===== src/hdl/ncu_mcu_pkg.sv =====
// ~~~~~~~~~~~~~~~~~~~~~~~~~~~~~~
// NCU/MCU link monitor package: widths, command codes,
// the first-nibble union and the link and event structs
// ~~~~~~~~~~~~~~~~~~~~~~~~~~~~~~

`default_nettype none

package ncu_mcu_pkg;

    localparam int NIBBLE_W        = 4;
    localparam int NIBBLES_PER_PKT = 32;
    localparam int PKT_W           = NIBBLE_W * NIBBLES_PER_PKT;
    localparam int STALL_CNT_W     = 8;

    typedef enum logic
    {
        DIR_DOWN = 1'b0,
        DIR_UP   = 1'b1
    } link_dir_e;

    // NCU to MCU request codes
    typedef enum logic [NIBBLE_W-1:0]
    {
        READ_REQ  = 4'b0100,
        WRITE_REQ = 4'b0101,
        IFILL_REQ = 4'b0110
    } down_cmd_e;

    // MCU to NCU response codes
    typedef enum logic [NIBBLE_W-1:0]
    {
        READ_NACK  = 4'b0000,
        READ_ACK   = 4'b0001,
        IFILL_ACK  = 4'b0011,
        IFILL_NACK = 4'b0111,
        INT        = 4'b1000,
        INT_VEC    = 4'b1100
    } up_cmd_e;

    // The first nibble means a request downstream and a response upstream
    typedef union packed
    {
        down_cmd_e down;
        up_cmd_e   up;
    } mcu_nibble_u;

    typedef struct packed
    {
        logic                vld;
        logic                stall;
        logic [NIBBLE_W-1:0] data;
    } mcu_link_t;

    typedef struct packed
    {
        logic             done;
        logic             runt;
        logic [PKT_W-1:0] data;
    } mcu_pkt_evt_t;

    typedef struct packed
    {
        logic        valid;
        logic        known;
        mcu_nibble_u code;
    } mcu_cmd_evt_t;

endpackage

`default_nettype wire


===== src/hdl/mcu_cmd_decoder.sv =====
// ~~~~~~~~~~~~~~~~~~~~~~~~~~~~~~
// Transaction start detection and first-nibble command decode
// ~~~~~~~~~~~~~~~~~~~~~~~~~~~~~~

`default_nettype none

module mcu_cmd_decoder
#(
    parameter ncu_mcu_pkg::link_dir_e DIR = ncu_mcu_pkg::DIR_DOWN
)
(
    input  logic                      iol2clk,
    input  logic                      rst_n,
    input  ncu_mcu_pkg::mcu_link_t    link,
    output ncu_mcu_pkg::mcu_cmd_evt_t cmd
);

    import ncu_mcu_pkg::*;

    logic        vld_q;
    logic        start;
    logic        known_d;
    mcu_nibble_u nib_u;
    logic        valid_q;
    logic        known_q;
    mcu_nibble_u code_q;

    // Rising edge of valid, stall does not matter here
    assign start = link.vld && !vld_q;

    always_comb
    begin
        nib_u   = link.data;
        known_d = 1'b0;
        if (DIR == DIR_DOWN)
        begin
            case (nib_u.down)
                READ_REQ, WRITE_REQ, IFILL_REQ: known_d = 1'b1;
                default: known_d = 1'b0;
            endcase
        end
        else
        begin
            case (nib_u.up)
                READ_NACK, READ_ACK, IFILL_ACK, IFILL_NACK, INT, INT_VEC: known_d = 1'b1;
                default: known_d = 1'b0;
            endcase
        end
    end

    always_ff @(posedge iol2clk)
    begin
        if (!rst_n)
        begin
            vld_q   <= 1'b0;
            valid_q <= 1'b0;
        end
        else
        begin
            vld_q   <= link.vld;
            valid_q <= start;
        end
    end

    // Code and flag are only meaningful alongside valid
    always_ff @(posedge iol2clk)
    begin
        if (start)
        begin
            code_q  <= nib_u;
            known_q <= known_d;
        end
    end

    assign cmd.valid = valid_q;
    assign cmd.known = known_q;
    assign cmd.code  = code_q;

endmodule

`default_nettype wire


===== src/hdl/mcu_link_assembler.sv =====
// ~~~~~~~~~~~~~~~~~~~~~~~~~~~~~~
// Nibble counter and 128-bit packet assembly with done
// and runt pulses for one link direction
// ~~~~~~~~~~~~~~~~~~~~~~~~~~~~~~

`default_nettype none

module mcu_link_assembler
(
    input  logic                      iol2clk,
    input  logic                      rst_n,
    input  ncu_mcu_pkg::mcu_link_t    link,
    output ncu_mcu_pkg::mcu_pkt_evt_t pkt
);

    import ncu_mcu_pkg::*;

    localparam int CNT_W = $clog2(NIBBLES_PER_PKT + 1);
    localparam logic [CNT_W-1:0] FULL_CNT = CNT_W'(NIBBLES_PER_PKT);

    logic [CNT_W-1:0] nib_cnt;
    logic [PKT_W-1:0] asm_buf;
    logic [PKT_W-1:0] pkt_data_q;
    logic             done_q;
    logic             runt_q;
    logic             accept;

    // A nibble only counts while valid, unstalled and the packet still has room
    assign accept = link.vld && !link.stall && (nib_cnt < FULL_CNT);

    // Working buffer, least significant nibble arrives first
    always_ff @(posedge iol2clk)
    begin
        if (accept)
        begin
            asm_buf[nib_cnt[CNT_W-2:0] * NIBBLE_W +: NIBBLE_W] <= link.data;
        end
    end

    always_ff @(posedge iol2clk)
    begin
        if (!rst_n)
        begin
            nib_cnt    <= '0;
            done_q     <= 1'b0;
            runt_q     <= 1'b0;
            pkt_data_q <= '0;
        end
        else
        begin
            done_q <= 1'b0;
            runt_q <= 1'b0;
            if (accept)
            begin
                nib_cnt <= nib_cnt + 1'b1;
            end
            else if (!link.vld)
            begin
                // End of transaction, a short one is reported as a runt
                nib_cnt <= '0;
                if (nib_cnt == FULL_CNT)
                begin
                    done_q     <= 1'b1;
                    pkt_data_q <= asm_buf;
                end
                else if (nib_cnt != '0)
                begin
                    runt_q <= 1'b1;
                end
            end
        end
    end

    assign pkt.done = done_q;
    assign pkt.runt = runt_q;
    assign pkt.data = pkt_data_q;

endmodule

`default_nettype wire


===== src/hdl/mcu_link_monitor.sv =====
// ~~~~~~~~~~~~~~~~~~~~~~~~~~~~~~
// One direction of the NCU/MCU link: assembler, decoder,
// stall assertion counter
// ~~~~~~~~~~~~~~~~~~~~~~~~~~~~~~

`default_nettype none

module mcu_link_monitor
#(
    parameter ncu_mcu_pkg::link_dir_e DIR = ncu_mcu_pkg::DIR_DOWN
)
(
    input  logic                                iol2clk,
    input  logic                                rst_n,
    input  ncu_mcu_pkg::mcu_link_t              link,
    output ncu_mcu_pkg::mcu_pkt_evt_t           pkt,
    output ncu_mcu_pkg::mcu_cmd_evt_t           cmd,
    output logic [ncu_mcu_pkg::STALL_CNT_W-1:0] stall_count
);

    logic stall_q;

    mcu_link_assembler u_assembler
    (
        .iol2clk (iol2clk),
        .rst_n   (rst_n),
        .link    (link),
        .pkt     (pkt)
    );

    mcu_cmd_decoder #(.DIR(DIR)) u_decoder
    (
        .iol2clk (iol2clk),
        .rst_n   (rst_n),
        .link    (link),
        .cmd     (cmd)
    );

    // Count each new stall assertion, holding at the top value
    always_ff @(posedge iol2clk)
    begin
        if (!rst_n)
        begin
            stall_q     <= 1'b0;
            stall_count <= '0;
        end
        else
        begin
            stall_q <= link.stall;
            if (link.stall && !stall_q && (stall_count != '1))
            begin
                stall_count <= stall_count + 1'b1;
            end
        end
    end

endmodule

`default_nettype wire


===== src/hdl/ncu_mcu_mon_top.sv =====
// ~~~~~~~~~~~~~~~~~~~~~~~~~~~~~~
// NCU/MCU link monitor top, downstream and upstream
// ~~~~~~~~~~~~~~~~~~~~~~~~~~~~~~

`default_nettype none

module ncu_mcu_mon_top
(
    input  logic                                iol2clk,
    input  logic                                rst_n,
    input  ncu_mcu_pkg::mcu_link_t              down_link,
    input  ncu_mcu_pkg::mcu_link_t              up_link,
    output ncu_mcu_pkg::mcu_pkt_evt_t           down_pkt,
    output ncu_mcu_pkg::mcu_pkt_evt_t           up_pkt,
    output ncu_mcu_pkg::mcu_cmd_evt_t           down_cmd,
    output ncu_mcu_pkg::mcu_cmd_evt_t           up_cmd,
    output logic [ncu_mcu_pkg::STALL_CNT_W-1:0] down_stall_count,
    output logic [ncu_mcu_pkg::STALL_CNT_W-1:0] up_stall_count
);

    import ncu_mcu_pkg::*;

    // NCU to MCU requests
    mcu_link_monitor #(.DIR(DIR_DOWN)) u_down
    (
        .iol2clk     (iol2clk),
        .rst_n       (rst_n),
        .link        (down_link),
        .pkt         (down_pkt),
        .cmd         (down_cmd),
        .stall_count (down_stall_count)
    );

    // MCU to NCU responses
    mcu_link_monitor #(.DIR(DIR_UP)) u_up
    (
        .iol2clk     (iol2clk),
        .rst_n       (rst_n),
        .link        (up_link),
        .pkt         (up_pkt),
        .cmd         (up_cmd),
        .stall_count (up_stall_count)
    );

endmodule

`default_nettype wire


===== config.mk =====
export PLATFORM = sky130hd
export DESIGN_NAME = ncu_mcu_mon_top
export DESIGN_NICKNAME = d
export VERILOG_FILES = /design/src/hdl/ncu_mcu_pkg.sv /design/src/hdl/mcu_cmd_decoder.sv /design/src/hdl/mcu_link_assembler.sv /design/src/hdl/mcu_link_monitor.sv /design/src/hdl/ncu_mcu_mon_top.sv
export SDC_FILE = /design/constraint.sdc
export NUM_CORES = 1
export LEC_CHECK = 0
export BUFFER_PORTS_ARGS = -buffer_cell sky130_fd_sc_hd__buf_2
export CORE_AREA = 2 2 225 227
export DETAILED_ROUTE_END_ITERATION = 10
export DIE_AREA = 0 0 227 229
export SYNTH_ARGS = -nofsm -noshare
export SYNTH_HDL_FRONTEND = slang
export SYNTH_SLANG_ARGS = --single-unit

===== constraint.sdc =====
create_clock -name iol2clk -period 5.2 [get_ports iol2clk]
set_clock_uncertainty 0.15 [all_clocks]
set_input_delay 1.04 -clock iol2clk [delete_from_list [all_inputs] [get_ports iol2clk]]
set_output_delay 1.04 -clock iol2clk [all_outputs]
set_load 0.05 [all_outputs]

==> run_results.csv, run 1 <==
group,metric,value,unit
yosys,yosys_warnings,0,
yosys,ys_seq_area_share,62.90,%
route,finalWirelength,63.03,mm
yosys,synthFlopType,"dfxtp_1",
clock_tree,worstSkewPairLatency,0.61,ns
grt,antenna_found_initial,0,
route,dr_total_vias,17450,
yosys,synth-seq-cells,560,
timing,drv_slew,0,
finish,n_fill_cell,4587,
route,via_per_inst,5.796,
route,wl_per_cell,20.94,µm
yosys,syn-num-nets,2175,
timing,max_freq,264.3,MHz
grt,gr-max-usage-layer,"met2",
place,globalplace.congestion,0.8295,
power,worst_ir_drop_vdd,0.0002693,V
clock_tree,ctsHoldBuffers,0,
critical_path,r2r_cells,8,
die,io_pins,302,
timing,grt_setup_unrepaired,"false",
run,max-cap-violations,0,
route,first_pass_iters,8,
die,start_util,44.41,%
critical_path,cpMaxStageDelayCell,"a31oi_4",
yosys,synthArstFlopShare,0,%
timing,setup_viol,0,
die,die_y,229,µm
die,dieWidth,227,µm
yosys,syn_area_per_cell,10.24,µm²
die,die-area,51980,µm²
grt,grt_use_met2,36.12,%
clock_tree,post_cts_resized,0,
timing,fin_crit,3.784,ns
clock_tree,cts_num_sinks,560,
yosys,synth_edf_count,266,
finish,drive_above_1_share,18.61,%
critical_path,critical_path_class,"flip-flop to flip-flop",
finish,layout.nets,2312,
grt,use_met1,33.54,%
critical_path,crit_chain,"inv_1, ha_1, nor3b_1, ha_1, buf_4, o311a_1, a31oi_4, nor3_1",
timing,tightestPinTransition,1.211,ns
die,core.rowCount,82,
clock_tree,cts_setup_buffers,0,
clock_tree,cts_buffers,57,
timing,finalCritPeriodShare,72.77,%
critical_path,cp-start-kind,"flip-flop",
critical_path,worstPathArrival,3.92,ns
yosys,synth_cell_types,56,
yosys,syn_inst,2153,
grt,grt_overflow,0,
min_path,holdPathStages,2,
finish,area_growth,15.74,%
clock_tree,clockBufferDepth,3,
timing,tns,0,ns
critical_path,critPathMostFrequentCell,"ha_1",
power,power.leakage,8.579,nW
die,coreArea,49660,µm²
route,drtIter0Drc,1663,
critical_path,crit_required,5.34,ns
run_status,status,"complete, no violations",
timing,hold-worst-slack,0.3201,ns
timing,final_hold_viol_count,0,
grt,grt_max_degree,169,
grt,grt_pass1_wl,96.18,mm
place,dp_hpwl,40.33,mm
route,drtAntennaViolNets,0,
critical_path,end_kind,"flip-flop",
route,drcViolationCount,0,
finish,diodes,0,
grt,use_met3,6.055,%
power,p_per_area,354.5,nW/µm²
grt,grt_pass1_vias,16460,
timing,max_slew_margin,19.29,%
yosys,synth_area,22050,µm²
clock_tree,cts_tree,"yes",
clock_tree,h-tree-depth,2,
critical_path,cp_max_fo,40,
clock_tree,root_buffer,"clkbuf_16",
place,portBuffers,301,
grt,track_usage,23.72,%
clock_tree,clkTransAtPathRegs,0.06,ns
min_path,hp-class,"flip-flop to flip-flop",
critical_path,critPathMaxStageDelay,0.84,ns
-- synth_stat cells (11+ instances only) --
master    number  area [µm²]
a21oi_1      270        1351
and2_1        11       68.82
buf_2         47       235.2
clkbuf_1     184       690.7
dfxtp_1      294        5886
edfxtp_1     266        7988
inv_1         12       45.04
nand2_1       35       131.4
nand3_1      285        1426
nand4_1       21       131.4
nor2_1        88       330.3
nor3_1       171       855.8
nor3b_1       37       277.8
nor4_1        36       225.2
nor4b_1       12       105.1
o21ai_0      248        1241
-- critical path: cells and delay by family (launching register included) --
family,cells,cell delay [ns]
AND/OR/NAND/NOR,2,0.47
adder cells (fa/ha/maj),2,0.78
flip-flops,1,0.60
AO/OA/AOI/OAI,2,1.01
buffers and inverters,2,0.41
-- state kept, by name, summed over array words and instances, names as in the netlist, 4 cells and up --
| name | count |
|---|---|
| u_down.u_assembler.asm_buf | 128 |
| u_down.u_assembler.pkt_data_q | 128 |
| u_up.u_assembler.asm_buf | 128 |
| u_up.u_assembler.pkt_data_q | 128 |
| u_down.stall_count | 8 |
| u_up.stall_count | 8 |
| u_down.u_assembler.nib_cnt | 6 |
| u_up.u_assembler.nib_cnt | 6 |
| u_down.u_decoder.code_q | 4 |
| u_up.u_decoder.code_q | 4 |
-- layout by cell type, fill, tap and decap left out, types with 3 or more instances in the layout --
cell,count
a21o_1,3
nor2b_1,8
nand3_1,285
and4_1,4
clkbuf_8,8
nand2_1,35
or4_1,5
clkinv_2,5
nand4_1,21
inv_1,12
xnor2_1,6
nand2b_1,6
a31oi_1,3
a211oi_1,8
buf_2,301
clkbuf_1,15
bufinv_16,5
edfxtp_1,266
nor2_1,88
nor4_1,36
inv_6,4
and3_1,4
nor4b_1,10
and2_1,11
dfxtp_1,294
a21oi_1,269
o21ai_0,248
buf_4,26
ha_1,8
o21ai_1,10
nand2_2,4
nor3_1,171
clkinv_1,9
clkbuf_16,57
mux2i_1,6
nor3b_1,37
and4b_1,5
-- routing by layer --
metal	routed length (µm)	vias to the layer above
met2	28590	648
met5	0	-
li1	-	8161
met3	5417	86
met1	27650	8550
met4	1364	0
-- area by class of cell --
class                      count  area [µm²]  area share [%]
sequential                   560       13870           54.35
multi-input combinational   1329        7157           28.04
timing repair buffer         329        1742           6.823
clock buffer                  82        1603           6.279
tap                          672       840.8           3.294
clock inverter                25       254.0          0.9951
inverter                      13       56.30          0.2206
-- metrics by stage --
step	cells	area, µm²	power (mW)	setup slack (ns)	util (%)
4_1_cts	3010	25530	9.115	1.447	51.40
2_1_floorplan	2153	22050	4.953	2.101	-
6_report	3010	25530	9.050	1.416	51.40
5_1_grt	3010	25530	9.321	1.098	51.40
3_5_place_dp	2903	23670	5.046	1.481	47.66
3_3_place_gp	2903	23670	5.039	1.617	47.66
-- path summary, 6_finish.rpt --
| path | from | endpoint | slack [ns] |
|---|---|---|---|
| worst max-delay path | u_down.u_assembler.nib_cnt[0] | u_down.u_assembler.asm_buf[47] | 1.42 |
| worst min-delay path | u_up.u_assembler.pkt_data_q[76] | u_up.u_assembler.pkt_data_q[76] | 0.32 |
| worst max register to register | u_down.u_assembler.nib_cnt[0] | u_down.u_assembler.asm_buf[47] | 1.42 |
| worst min register to register | u_up.u_assembler.pkt_data_q[76] | u_up.u_assembler.pkt_data_q[76] | 0.32 |
-- report_power, final --
part	internal, mW	switching [mW]
Combinational	0.0612	0.287
Clock	2.38	1.71
Sequential	4.59	0.0110
Total	7.04	2.01
-- kinds of logic (layout without fill, tap and decap cells) --
| family | Yosys count | in the layout | synth area share (%) |
|---|---|---|---|
| flip-flops | 560 | 560 | 62.90 |
| adder cells (fa/ha/maj) | 8 | 8 | 0.4539 |
| multiplexers | 6 | 6 | 0.2723 |
| AO/OA/AOI/OAI | 560 | 560 | 13.18 |
| AND/OR/NAND/NOR | 747 | 747 | 17.93 |
| buffers and inverters | 264 | 449 | 4.947 |
| XOR/XNOR | 8 | 8 | 0.3177 |
Power figures use the tool's default switching activity.
==> inputs of run 2 (changes only) <==
==> constraint.sdc (replaced) <==
create_clock -name iol2clk -period 3.66 [get_ports iol2clk]
set_clock_uncertainty 0.15 [all_clocks]
set_input_delay 0.732 -clock iol2clk [delete_from_list [all_inputs] [get_ports iol2clk]]
set_output_delay 0.732 -clock iol2clk [all_outputs]
set_load 0.05 [all_outputs]
==> run 2 against run 1 <==
Against the previous run:
- core utilization is 0.52 points higher
- count of clock-buffer cells in the layout fell by 11
- register-to-register slack lost 1.1 ns
- critical path depth decreased by 1
- global-route usage is 0.21 points lower
- die area did not move
==> run_results.csv, run 2 (synthesis results as in run 1) <==
group,metric,value,unit
clock_tree,clkTransAtPathRegs,0.06,ns
critical_path,worstPathArrival,3.45,ns
clock_tree,cts_tree,"yes",
power,p_per_area,496.5,nW/µm²
die,die_y,229,µm
min_path,hp-start,"down_link[2]",
critical_path,cp_max_fo,15,
grt,use_met1,34.60,%
route,drcViolationCount,0,
grt,grt_max_degree,130,
die,start_util,44.41,%
clock_tree,cts_setup_buffers,0,
place,portBuffers,301,
clock_tree,worstSkewPairLatency,0.62,ns
route,finalWirelength,63.14,mm
min_path,hp-class,"primary input to flip-flop",
run_status,status,"complete, no violations",
die,die-area,51980,µm²
power,p_total,12.80,mW
clock_tree,h-tree-depth,2,
timing,max_freq,296.8,MHz
route,wl_per_cell,20.80,µm
die,io_pins,302,
timing,finalCritPeriodShare,92.06,%
critical_path,r2r-start,"u_down.u_assembler.nib_cnt[1]",
timing,tns,0,ns
finish,final_util,51.93,%
critical_path,rr_endpoint,"u_down.u_assembler.asm_buf[56]",
timing,tightestPinTransition,1.276,ns
min_path,holdPathStages,1,
timing,setup_ws,0.2906,ns
critical_path,crit_required,3.75,ns
clock_tree,cts_num_sinks,560,
grt,antenna_found_initial,0,
grt,gr-max-usage-layer,"met1",
place,dpl_cell_area,23920,µm²
finish,layout.nets,2337,
route,via_per_inst,5.788,
die,coreArea,49660,µm²
finish,diodes,0,
grt,grt_pass1_vias,16410,
route,dr_total_vias,17570,
clock_tree,cts_buffers,58,
clock_tree,ctsHoldBuffers,0,
place,place_ws,0.3612,ns
min_path,holdPathEnd,"u_down.u_decoder.code_q[2]",
clock_tree,clockBufferDepth,3,
clock_tree,post_cts_resized,0,
grt,grt_pass1_wl,95.21,mm
finish,final_cell_mix,"301 x buf_2, 294 x dfxtp_1, 285 x nand3_1, 269 x a21oi_1, 266 x edfxtp_1",
timing,grt_setup_unrepaired,"false",
clock_tree,root_buffer,"clkbuf_16",
timing,setup_viol,0,
power,power.leakage,8.715,nW
grt,grt_use_met2,34.54,%
critical_path,critical_path_class,"flip-flop to flip-flop",
finish,mostFrequentLayoutCell,"buf_2",
timing,final_hold_viol_count,0,
route,drtAntennaViolNets,0,
critical_path,reg2reg_slack,0.29,ns
die,dieWidth,227,µm
place,globalplace.congestion,0.8492,
critical_path,r2r_cells,7,
power,worst_ir_drop_vdd,0.0003444,V
route,drtIter0Drc,1715,
finish,area_growth,16.91,%
finish,fin_area,25780,µm²
critical_path,end_kind,"flip-flop",
run,max-cap-violations,0,
die,core.rowCount,82,
grt,grt_overflow,0,
route,first_pass_iters,6,
timing,fin_crit,3.369,ns
grt,use_met3,5.298,%
grt,track_usage,23.51,%
timing,max_slew_margin,14.91,%
critical_path,cp-start-kind,"flip-flop",
place,dp_hpwl,41.32,mm
finish,drive_above_1_share,19.37,%
timing,drv_slew,0,
## run 2: changes by cell type in the layout (fill, tap and decap cells not counted), sizes merged
| cell | change |
|---|---|
| clkbuf | -11 |
| bufinv | -1 |
| inv | -4 |
| clkinv | +16 |
| clkinvlp | +2 |
| buf | +24 |
## run 2: metrics by stage
step,instances,hold slack [ns]
floorplan,2153,0.2432
global placement,2927,0.3066
detailed placement,2927,0.2964
CTS,3036,0.2756
global route,3036,0.2883
finish,3036,0.3051
## run 2: report_power, final
part	total (mW)	switching (mW)	internal, mW
logic	0.518	0.415	0.103
registers	6.54	0.0134	6.53
clock network	5.74	2.44	3.30
total	12.8	2.87	9.93
## run 2: layer usage
metal,vias to the layer above,routed length (µm)
met1,8561,28430
met3,107,5243
li1,8216,-
met4,0,1631
met5,-,0
met2,687,27840
## run 2: cell type report
class	instances	area (µm²)
Multi-Input combinational cell	1329	7157
Fill cell	4534	23870
Clock inverter	38	299.0
Timing Repair Buffer	353	1997
Tap cell	672	840.8
Sequential cell	560	13870
Inverter	13	56.30
Clock buffer	71	1562
## run 2: critical path: stages (launching register included)
cell and delay [ns]:
dfxtp_1 0.47, inv_1 0.09, ha_1 0.25, nor3b_1 0.16, ha_1 0.22, nor4b_1 0.47
o211ai_2 0.54, nor3_1 0.64
## run 2: how the worst max path moves through the flow
stage | startpoint | end | slack [ns] | depth (start not counted)
2_1_floorplan | u_down.u_assembler.nib_cnt[0] | u_down.u_assembler.asm_buf[120] | 0.56 | 9
3_3_place_gp | u_down.u_assembler.nib_cnt[1] | u_down.u_assembler.asm_buf[52] | 0.50 | 7
3_5_place_dp | u_down.u_assembler.nib_cnt[1] | u_down.u_assembler.asm_buf[59] | 0.36 | 7
4_1_cts | u_down.u_assembler.nib_cnt[1] | u_down.u_assembler.asm_buf[55] | 0.32 | 7
5_1_grt | u_up.u_assembler.nib_cnt[0] | u_up.u_assembler.asm_buf[60] | 0.09 | 8
6_report | u_down.u_assembler.nib_cnt[1] | u_down.u_assembler.asm_buf[56] | 0.29 | 7
